--- src/hw/rfTypesPkg.sv ---
// Data, address and window pointer types plus the write command bundle shared by the register file
`default_nettype none

package rfTypesPkg;

        // ************************************************************
        // Widths
        // ************************************************************
        localparam int DataWidth = 32;
        localparam int AddrWidth = 5;
        localparam int CwpWidth  = 2;

        // One register value
        typedef logic [DataWidth-1:0] wordT;

        // Virtual register number as seen by software, 0 to 31
        typedef logic [AddrWidth-1:0] regAddrT;

        // Current window pointer
        typedef logic [CwpWidth-1:0] cwpT;

        // ************************************************************
        // Write side request, one per cycle
        // ************************************************************
        typedef struct packed {
                logic    loadEn;
                regAddrT loadSel;
                logic    clearEn;
                regAddrT clearSel;
                wordT    data;
        } rfWriteCmdT;

endpackage

`default_nettype wire

--- src/hw/windowLayoutPkg.sv ---
// Window geometry, virtual to physical slot mapping and strobe bundles used by control, banks and read ports
`default_nettype none

package windowLayoutPkg;

        import rfTypesPkg::*;

        // ************************************************************
        // Geometry
        // ************************************************************
        localparam int NumGlobals   = 8;
        localparam int NumWindows   = 4;
        // Fresh registers per window (outs plus locals)
        localparam int WindowStride = 16;
        localparam int RingSize     = NumWindows * WindowStride;

        // Index into the ring of windowed registers
        typedef logic [$clog2(RingSize)-1:0] ringSlotT;

        // Ring slot for a windowed virtual register (8 to 31) in window cwp.
        // Wraps modulo the ring, so the ins of one window land on the outs of the next
        function automatic ringSlotT physSlot(regAddrT addr, cwpT cwp);
                ringSlotT base;
                ringSlotT offset;
                base   = ringSlotT'(cwp) * ringSlotT'(WindowStride);
                offset = ringSlotT'(addr) - ringSlotT'(NumGlobals);
                return base + offset;
        endfunction

        // ************************************************************
        // Per register strobes, one-hot or zero
        // ************************************************************
        typedef struct packed {
                logic [NumGlobals-1:0] load;
                logic [NumGlobals-1:0] clear;
        } globalStrobeT;

        typedef struct packed {
                logic [RingSize-1:0] load;
                logic [RingSize-1:0] clear;
        } ringStrobeT;

endpackage

`default_nettype wire

--- src/hw/globalRegBank.sv ---
// Eight global registers loaded or cleared by one-hot strobes, contents exposed as a flat word vector
`default_nettype none
`timescale 1ns/100ps

module globalRegBank
        import rfTypesPkg::*, windowLayoutPkg::*;
(
        input  logic                   Clk,
        input  logic                   rstN,
        input  globalStrobeT           globalStrobe,
        input  wordT                   writeData,
        output wordT [NumGlobals-1:0]  globalWords
);

        // ************************************************************
        // Register array
        // ************************************************************

        // Clear has priority over load on the same register
        always_ff @(posedge Clk)
        begin
                if (!rstN)
                begin
                        globalWords <= '0;
                end
                else
                begin
                        for (int i = 0; i < NumGlobals; i++)
                        begin
                                if (globalStrobe.clear[i])
                                        globalWords[i] <= '0;
                                else if (globalStrobe.load[i])
                                        globalWords[i] <= writeData;
                        end
                end
        end

endmodule

`default_nettype wire

--- config.mk ---
export PLATFORM = sky130hd
export DESIGN_NAME = globalRegBank
export DESIGN_NICKNAME = d
export VERILOG_FILES = /design/src/hw/rfTypesPkg.sv /design/src/hw/windowLayoutPkg.sv /design/src/hw/globalRegBank.sv
export SDC_FILE = /design/constraint.sdc
export NUM_CORES = 1
export LEC_CHECK = 0
export ABC_AREA = 1
export BUFFER_PORTS_ARGS = -buffer_cell sky130_fd_sc_hd__buf_2
export CAP_MARGIN = 20
export CORE_MARGIN = 2
export CORE_UTILIZATION = 35
export DETAILED_ROUTE_END_ITERATION = 10
export PLACE_DENSITY = 0.64
export RECOVER_POWER = 50
export SYNTH_ARGS = -nofsm -noshare
export SYNTH_HDL_FRONTEND = slang
export SYNTH_SLANG_ARGS = --single-unit
--- constraint.sdc ---
create_clock -name Clk -period 1.1 [get_ports Clk]
set_input_delay 0.22 -clock Clk [delete_from_list [all_inputs] [get_ports Clk]]
set_output_delay 0.22 -clock Clk [all_outputs]
set_load 0.03 [all_outputs]
==> results_dict.tcl <==
set metrics [dict create \
    status "finished with violations" \
    violations "negative setup slack" \
    largest_reg_flops 256 \
    synth_seq_cells 256 \
    yosysUniqueCellTypes 10 \
    fill_cells 2268 \
    max_stage_delay_ns 0.36 \
    cts.sink_count 256 \
    worst_pin_slew_ns 0.6881 \
    ios 306 \
    crit_path_start "globalWords[115]" \
    rsz0062_at_grt "true" \
    dp_hpwl_microns 23100 \
    fin_ws_ns -0.1515 \
    arrival_ns 1.03 \
    end_kind "primary output" \
    cts-root-buf "clkbuf_16" \
    multi_input_area_sq_um 3402 \
    max_freq_ghz 0.7990 \
    whs_ns 0.04555 \
    reg2regPathDepth 4 \
    syn_inst 1161 \
    crit_fanout 2 \
    clockBufferDepth 3 \
    wire_per_inst_microns 19.18 \
    hold_violations 0 \
    synthesis.nets 1211 \
    finalMaxSlewViolations 0 \
    worstPathCellList "buf_6" \
    grt_antenna_before_repair 1 \
    drv_cap 0 \
    drc 0 \
    first_iter_violations 647 \
    die_h_microns 166.2 \
    ant_nets 0 \
    p_per_area_nw_per_um2 1520 \
    grt_pass1_wl_microns 51440 \
    start_util_pct 35.53 \
    diodes 0 \
    firstDrtPassIters 5 \
    min_path_type "input port to flop" \
    skew_ns 0 \
    rows 59 \
    cp.required_ns 0.88 \
    drive_gt1_share_pct 49.97 \
    cts-htree-levels 1 \
    numCtsBuffers 27 \
    cts_tree "built" \
    synth-seq-area-share_pct 55.67 \
    period_needed_ns 1.252 \
    die_w_microns 166.2 \
    path_buf_inv 1 \
    grt_use_total_pct 23.98 \
    critPathLaunchType "flop" \
    core-area_sq_um 25910 \
    reg2reg_from "globalWords[75]" \
    cp.depth 1 \
    critPathTopFamily "flip-flops" \
    gp_congestion 0.7935 \
    max_slew_margin_pct 54.13 \
    setup_viol 256 \
    routed_via_density 4.893 \
    critical-path-slowest-cell "dfxtp_1" \
    synth.cell_area_sq_um 9205 \
    reg.largest.list "globalWords x256" \
    grt-ovfl-total 0 \
    worstHoldStart "writeData[20]" \
    fin_nets 1562 \
    grt_pass1_vias 8644 \
    peakVddDrop_mv 1.436 \
    num_vias 9130 \
    place_ws_ns -0.06730 \
    io_buffers 305 \
    seqCellArea_sq_um 5424 \
    clk_latency_ns 0.52 \
    holdPathStages 3 \
    power_leakage_nw 6.161 \
    grt_max_degree 33 \
    wirelength_microns 35790 \
    yosys_warnings 0 \
    path_class "flop to primary output" \
    regMostFlops "globalWords" \
    dieArea_sq_um 27610 \
    clk_pin_slew_ns 0.06 \
    syn_to_final_growth_pct 56.67 \
    syn_avg_cell_area_sq_um 7.929 \
    period_share_pct 113.8 \
]
-- final cells by class --
cell class	count	share of cell area, %
sequential	256	37.61
timing repair buffer	435	29.33
multi-input combinational	776	23.59
clock buffer	39	5.414
tap	335	2.906
clock inverter	9	0.7288
inverter	16	0.4165
-- where the power goes --
part | switching [W] | internal (W) | leakage (nW)
logic | 0.00186 | 0.00110 | 3.53
clock network | 0.00373 | 0.00539 | 0.436
registers | 0.000219 | 0.00962 | 2.19
total | 0.00581 | 0.0161 | 6.16
-- final timing paths --
| kind | end | slack, ns |
|---|---|---|
| worst max register to register | globalWords[75] | 0.23 |
| worst max-delay path | globalWords[115] | -0.15 |
| worst min register to register | globalWords[211] | 0.46 |
| worst min-delay path | globalWords[52] | 0.05 |
-- cell usage after synthesis --
library cell / instances / area share (%)
nand2_1: 520 / 21
dfxtp_1: 256 / 56
a21oi_1: 206 / 11
buf_2: 53 / 2.9
a21oi_2: 50 / 4.8
buf_4: 29 / 2.4
buf_1: 20 / 0.82
clkbuf_1: 11 / 0.45
inv_1: 8 / 0.33
inv_2: 8 / 0.33
-- layout by cell type (no fill, tap or decap), drive strengths merged --
| master | instances |
|---|---|
| clkbuf | 54 |
| buf | 419 |
| dlygate4sd3 | 1 |
| nand2 | 520 |
| inv | 17 |
| dfxtp | 256 |
| bufinv | 2 |
| clkinv | 5 |
| a21oi | 256 |
| clkinvlp | 1 |
-- metal layers --
metal | routed length (microns) | GRT usage, % | share of wire [%]
met1 | 14190 | 29.59 | 40
met2 | 17070 | 39.76 | 48
met3 | 3280 | 7.269 | 9.2
met4 | 1241 | 8.469 | 3.5
met5 | 11 | 0 | 0.031
-- cell families after synthesis --
logic type / Yosys count / share of synthesized area [%]
AOI/OAI and AO/OA: 256 / 15.96
buffers and inverters: 129 / 7.163
DFF: 256 / 55.67
and+or+nand+nor: 520 / 21.20
-- metrics by stage --
stage               instances  TNS (ns)  area [sq um]  util [%]  power [W]
floorplan                1161         0          9205         -    0.01149
global placement         1740   -0.4778         11210     43.26    0.01243
detailed placement       1740    -1.324         11210     43.26    0.01246
CTS                      1813    -34.08         14210     54.83    0.02201
global route             1866    -38.43         14420     55.66    0.02265
finish                   1866    -29.79         14420     55.66    0.02192
-- timing repair --
| item | CTS | global route |
|---|---|---|
| endpoints found under the hold margin | 1 | 0 |
| setup endpoints to repair | 256 | 256 |
| hold buffers | 1 | 0 |
| resized for setup | 768 | 0 |
| setup buffers | 24 | 53 |
| cloned | 0 | 0 |
(Power assumes the default switching activity.)
