### src/hw/rfTypesPkg.sv
// Data, address and window pointer types plus the write command bundle shared by the register file
`default_nettype none

package rfTypesPkg;

        // ************************************************************
        // Widths
        // ************************************************************
        localparam int DataWidth = 32;
        localparam int AddrWidth = 5;
        localparam int CwpWidth  = 2;

        // One register value
        typedef logic [DataWidth-1:0] wordT;

        // Virtual register number as seen by software, 0 to 31
        typedef logic [AddrWidth-1:0] regAddrT;

        // Current window pointer
        typedef logic [CwpWidth-1:0] cwpT;

        // ************************************************************
        // Write side request, one per cycle
        // ************************************************************
        typedef struct packed {
                logic    loadEn;
                regAddrT loadSel;
                logic    clearEn;
                regAddrT clearSel;
                wordT    data;
        } rfWriteCmdT;

endpackage

`default_nettype wire

### src/hw/windowLayoutPkg.sv
// Window geometry, virtual to physical slot mapping and strobe bundles used by control, banks and read ports
`default_nettype none

package windowLayoutPkg;

        import rfTypesPkg::*;

        // ************************************************************
        // Geometry
        // ************************************************************
        localparam int NumGlobals   = 8;
        localparam int NumWindows   = 4;
        // Fresh registers per window (outs plus locals)
        localparam int WindowStride = 16;
        localparam int RingSize     = NumWindows * WindowStride;

        // Index into the ring of windowed registers
        typedef logic [$clog2(RingSize)-1:0] ringSlotT;

        // Ring slot for a windowed virtual register (8 to 31) in window cwp.
        // Wraps modulo the ring, so the ins of one window land on the outs of the next
        function automatic ringSlotT physSlot(regAddrT addr, cwpT cwp);
                ringSlotT base;
                ringSlotT offset;
                base   = ringSlotT'(cwp) * ringSlotT'(WindowStride);
                offset = ringSlotT'(addr) - ringSlotT'(NumGlobals);
                return base + offset;
        endfunction

        // ************************************************************
        // Per register strobes, one-hot or zero
        // ************************************************************
        typedef struct packed {
                logic [NumGlobals-1:0] load;
                logic [NumGlobals-1:0] clear;
        } globalStrobeT;

        typedef struct packed {
                logic [RingSize-1:0] load;
                logic [RingSize-1:0] clear;
        } ringStrobeT;

endpackage

`default_nettype wire

### src/hw/windowCtrl.sv
// Turns load and clear requests into one-hot global and ring strobes under the current window pointer
`default_nettype none
`timescale 1ns/100ps

module windowCtrl
        import rfTypesPkg::*, windowLayoutPkg::*;
(
        input  rfWriteCmdT   writeCmd,
        input  cwpT          cwp,
        input  logic         windowEn,
        output globalStrobeT globalStrobe,
        output ringStrobeT   ringStrobe
);

        // ************************************************************
        // Decode helpers
        // ************************************************************

        // Globals ignore the window enable and the window pointer
        function automatic logic [NumGlobals-1:0] globalHit(logic en, regAddrT sel);
                logic [NumGlobals-1:0] hit;
                hit = '0;
                if (en && (sel < regAddrT'(NumGlobals)))
                begin
                        hit[sel[$clog2(NumGlobals)-1:0]] = 1'b1;
                end
                return hit;
        endfunction

        // Windowed selects map through the pointer and need the window enable
        function automatic logic [RingSize-1:0] ringHit(logic en, regAddrT sel,
                                                        cwpT winPtr, logic winEn);
                logic [RingSize-1:0] hit;
                hit = '0;
                if (en && winEn && (sel >= regAddrT'(NumGlobals)))
                begin
                        hit[physSlot(sel, winPtr)] = 1'b1;
                end
                return hit;
        endfunction

        // ************************************************************
        // Strobes
        // ************************************************************

        // Load and clear decode separately, both may fire in one cycle
        always_comb
        begin
                globalStrobe.load  = globalHit(writeCmd.loadEn, writeCmd.loadSel);
                globalStrobe.clear = globalHit(writeCmd.clearEn, writeCmd.clearSel);
        end

        always_comb
        begin
                ringStrobe.load  = ringHit(writeCmd.loadEn, writeCmd.loadSel, cwp, windowEn);
                ringStrobe.clear = ringHit(writeCmd.clearEn, writeCmd.clearSel, cwp, windowEn);
        end

endmodule

`default_nettype wire

### config.mk
export PLATFORM = sky130hd
export DESIGN_NAME = windowCtrl
export DESIGN_NICKNAME = d
export VERILOG_FILES = /design/src/hw/rfTypesPkg.sv /design/src/hw/windowLayoutPkg.sv /design/src/hw/windowCtrl.sv
export SDC_FILE = /design/constraint.sdc
export NUM_CORES = 1
export LEC_CHECK = 0
export BUFFER_PORTS_ARGS = -buffer_cell sky130_fd_sc_hd__buf_2
export CAP_MARGIN = 25
export CORE_AREA = 2 2 74 76
export DETAILED_ROUTE_END_ITERATION = 16
export DIE_AREA = 0 0 76 78
export PLACE_DENSITY = 0.79
export SYNTH_ARGS = -nofsm -noshare
export SYNTH_HDL_FRONTEND = slang
export SYNTH_SLANG_ARGS = --single-unit
### constraint.sdc
create_clock -name vclk -period 2.1
set_input_delay 0.105 -clock vclk [all_inputs]
set_output_delay 0.105 -clock vclk [all_outputs]
set_load 0.02 [all_outputs]
==> flow_summary.toml, run 1 <==
[floorplan]
ioPinCount = 191
dieWidth_um = 76
num_rows = 26
chipHeight_um = 78
core_mm2 = 0.005042
start_util_pct = 33.52
dieArea_mm2 = 0.005928

[logic_synthesis]
synth_area_mm2 = 0.001690
synth.avg_cell_area_um2 = 6.956
synth_area_leaders = "nor4_1 41%, nor4_2 12%, clkbuf_1 6.7%"
synth_seq_area_share_pct = 0
ys_warn_count = 0
syn-num-nets = 294
synth_top_area_share_pct = 40.71
yosys.area.top_type = "nor4_1"
synth.distinct_cells = 23
netlist_instances = 243

[layout]
nClkBuffers = 0
area_growth_pct = 47.52
regArea_um2 = 0
fillers = 482
layout_commonest_cell = "buf_2"
num-nets-final = 413
finalNonFillerCells = 430
antenna_cells = 0
final_cell_mix = "159 x buf_2, 104 x nor4_1, 22 x nor4_2"
seq_cells = 0
layout-drive-gt1-share_pct = 58.61

[drt]
wire_per_inst_um = 15.51
vias = 2539
antenna_left = 0
first_pass_iters = 4
drt_wl_total_mm = 6.668
drt_drc_violations_left = 0
via_per_inst = 5.905
drt_iter0_markers = 141

[pwr]
intPower_uw = 152.7
ir_worst_vdd_uv = 160.2
switching_share_pct = 71.00
power.share.clock_pct = 0
p_switching_uw = 373.7
leakage_uw = 0.001167
pwr-share-seq_pct = 0
pwr-share-comb_pct = 100.0
p_per_area_mw_per_mm2 = 211.1

[critical_path]
start_kind = "primary input"
worstPathRequired_ns = 2.00
crit_family = "simple AND/OR/NAND/NOR gates"
crit_path_end_kind = "primary output"
slowest_delay_ns = 0.50
path_buf_inv = 4
cp_slowest_cell = "or2_2"
critPathKind = "primary input to primary output"
cp_max_fo = 16
arrival_ns = 1.88
path_cells = "buf_2, inv_1, ha_1, inv_1, ha_1, or2_2, nor4_1, buf_2"

[grt]
grtUsageTotal_pct = 19.34
grt_pass1_wl_mm = 10.04
grt_overflow = 0
grt_pass1_vias = 1981
antenna_found_initial = 0
grt_max_degree = 33

[worst_hold_path]
min_to = "globalStrobe[9]"
worstHoldStart = "writeCmd[42]"
min_path_type = "primary input to primary output"
worst_hold_path.num_cells = 4

[placed_design]
post-place-ws_ns = 0.1051
detailed_place_hpwl_mm = 4.822
portBuffers = 159
placed_cells = 429
gp_congestion = 0.8317

[sta]
period_share_pct = 94.70
max_clock_freq_mhz = 502.8
setup_viol = 0
report.final.slew_viol_count = 0
max-slew-margin-rel_pct = 63.14
setup_slack_ns = 0.1113
min_period_ns = 1.989
worst_slew_pin_slew_ns = 0.5516
hold_viol_final = 0

[clock_tree]
cts-resized-gates = 0
post_cts_buffers = 0
hold_buffers = 0

[run]
cap_violations = 0

[run_status]
status = "complete, no violations"
==> routing by layer <==
metal | up-vias | wire (µm) | GRT usage, %
met3 | 0 | 690 | 1.628
met2 | 166 | 3351 | 37.14
met1 | 1151 | 2626 | 24.53
li1 | 1222 | - | -
met5 | - | 0 | 0
met4 | 0 | 0 | 1.091
==> power groups by stage <==
stage	clock (µW)	sequential, µW	combinational (µW)
6_report	0	0	526
5_1_grt	0	0	563
4_1_cts	0	0	506
3_5_place_dp	0	0	505
3_3_place_gp	0	0	494
2_1_floorplan	0	0	416
==> worst max-delay path by stage <==
stage                       startpoint               to  slack [ns]  depth (start not counted)
after global routing      writeCmd[42]   ringStrobe[67]      -0.003                          9
final                     writeCmd[36]   ringStrobe[12]        0.11                          8
after detailed placement  writeCmd[42]  ringStrobe[104]        0.11                          8
after floorplan                 cwp[0]  ringStrobe[109]       -0.06                          8
after global placement    writeCmd[42]  ringStrobe[104]        0.11                          8
after CTS                 writeCmd[42]  ringStrobe[104]         0.1                          8
==> cell families (layout without fill, tap and decap cells) <==
kind of cell / Yosys count / in the layout / synth area share, %
XOR/XNOR: 4 / 5 / 5.774
AO/OA/AOI/OAI: 4 / 4 / 1.629
buffers and inverters: 59 / 175 / 18.06
AND/OR/NAND/NOR: 172 / 172 / 71.58
adder cells (fa/ha/maj): 4 / 4 / 2.961
==> final cells by class <==
cell class / instances / area, µm² / share of cell area [%]
well taps: 70 / 87.58 / 3.512
inverters: 5 / 18.77 / 0.7526
multi-input cells: 185 / 1471 / 59.01
repair buffers: 170 / 915.9 / 36.73
==> cells in the mapped netlist <==
master and instances:
buf_1 4, buf_2 10, buf_4 1, buf_6 9, clkbuf_1 30, ha_1 4, inv_1 5, nand2_1 4
nand2b_1 8, nand4b_1 2, nand4bb_1 6, nor2_1 16, nor4_1 110, nor4_2 16, nor4_4 2, o2111ai_1 2
o21ai_1 2, or2_2 4, or4b_1 1, or4b_2 2, or4b_4 1, xnor3_2 2, xor3_2 2
==> stage by stage <==
stage               area (µm²)  total power (µW)  utilization [%]  hold WS [ns]    TNS, ns
floorplan                 1728             416.1                -        0.4283    -0.5502
global placement          2465             494.4            48.88        0.6855          0
detailed placement        2465             505.3            48.88        0.6875          0
CTS                       2465             505.8            48.88        0.6875          0
global route              2494             563.0            49.45        0.7386  -0.002551
finish                    2494             526.4            49.45        0.6900          0
(Power assumes the default switching activity.)
==> run 2: changes to the inputs <==
==> constraint.sdc (replaced) <==
create_clock -name vclk -period 2.1
set_input_delay 0.105 -clock vclk [all_inputs]
set_output_delay 0.105 -clock vclk [all_outputs]
set_load 0.1 [all_outputs]
==> run 2 against run 1 <==
  * The run now fails in detailed placement
  * Area after synthesis unchanged
  * Synthesized cell count did not move
==> flow_summary.toml, run 2 <==
[logic_synthesis]
synth_area_mm2 = 0.001690
yosys.area_share.simple_pct = 71.58
synth_top_area_share_pct = 40.71
netlist_top_cells_count = "110 x nor4_1, 30 x clkbuf_1, 16 x nor2_1, 16 x nor4_2, 10 x buf_2"
synth_seq_area_share_pct = 0
post-synth-top-count-cell = "nor4_1"
ys_warn_count = 0
synth-compound-area-share_pct = 1.628
synth_area_leaders = "nor4_1 41%, nor4_2 12%, clkbuf_1 6.7%"
synth.distinct_cells = 23
muxShareOfSynthArea_pct = 0
synthAdderAreaFrac_pct = 2.961
synth_top_family_by_area = "simple AND/OR/NAND/NOR gates"
netlist_instances = 243
yosys.area.top_type = "nor4_1"
syn-num-nets = 294
synth.avg_cell_area_um2 = 6.956
synth_xor_area_share_pct = 5.774

[placed_design]
gp_congestion = 0.9004
portBuffers = 159

[floorplan]
chipHeight_um = 78
dieWidth_um = 76
start_util_pct = 33.52
num_rows = 26
ioPinCount = 191

[run_status]
haltStage = "detailed placement"
stop_error = "[ERROR DPL-0038] Utilization greater than 100%, impossible to legalize"
status = "aborted with a tool error"
run 2: cell families after synthesis:
kind of cell	after synthesis
simple gates	172
buf+inv	59
xor+xnor	4
fa+ha+maj	4
compound gates	4
run 2: stage by stage:
step | TNS (ns) | instances | setup WS [ns]
after global placement | 0 | 453 | 0.09256
after floorplan | -24.00 | 243 | -0.2901
==> run 3: changes to the inputs <==
--- a/config.mk
+++ b/config.mk
@@ -10,7 +10,7 @@
 export CORE_AREA = 2 2 74 76
 export DETAILED_ROUTE_END_ITERATION = 16
 export DIE_AREA = 0 0 76 78
-export PLACE_DENSITY = 0.79
+export PLACE_DENSITY_LB_ADDON = 0.15
 export SYNTH_ARGS = -nofsm -noshare
 export SYNTH_HDL_FRONTEND = slang
 export SYNTH_SLANG_ARGS = --single-unit
==> run 3 against run 2 <==
  * The flow again stops in detailed placement
  * Synthesized cell count unchanged
  * Area after synthesis is the same
==> flow_summary.toml, run 3 <==
[floorplan]
chipHeight_um = 78
dieWidth_um = 76
start_util_pct = 33.52
num_rows = 26
ioPinCount = 191

[logic_synthesis]
netlist_top_cells_count = "110 x nor4_1, 30 x clkbuf_1, 16 x nor2_1, 16 x nor4_2, 10 x buf_2"
synth_area_leaders = "nor4_1 41%, nor4_2 12%, clkbuf_1 6.7%"
synth.avg_cell_area_um2 = 6.956
synth_top_area_share_pct = 40.71
synth_seq_area_share_pct = 0
synth.distinct_cells = 23
post-synth-top-count-cell = "nor4_1"
syn-num-nets = 294
ys_warn_count = 0
synth_area_mm2 = 0.001690
yosys.area.top_type = "nor4_1"
netlist_instances = 243

[run_status]
haltStage = "detailed placement"
status = "aborted with a tool error"
stop_error = "[ERROR DPL-0038] Utilization greater than 100%, impossible to legalize"

[placed_design]
gp_congestion = 0.7856
portBuffers = 159
## run 3: through the flow
step                    std cells  hold slack, ns  TNS, ns
after floorplan               243          0.5220   -24.00
after global placement        455          0.7802        0
## run 3: cell families after synthesis
kind of cell,count (synthesis),synth area share (%)
compound gates,4,1.629
simple gates,172,71.58
fa+ha+maj,4,2.961
buf+inv,59,18.06
xor+xnor,4,5.774
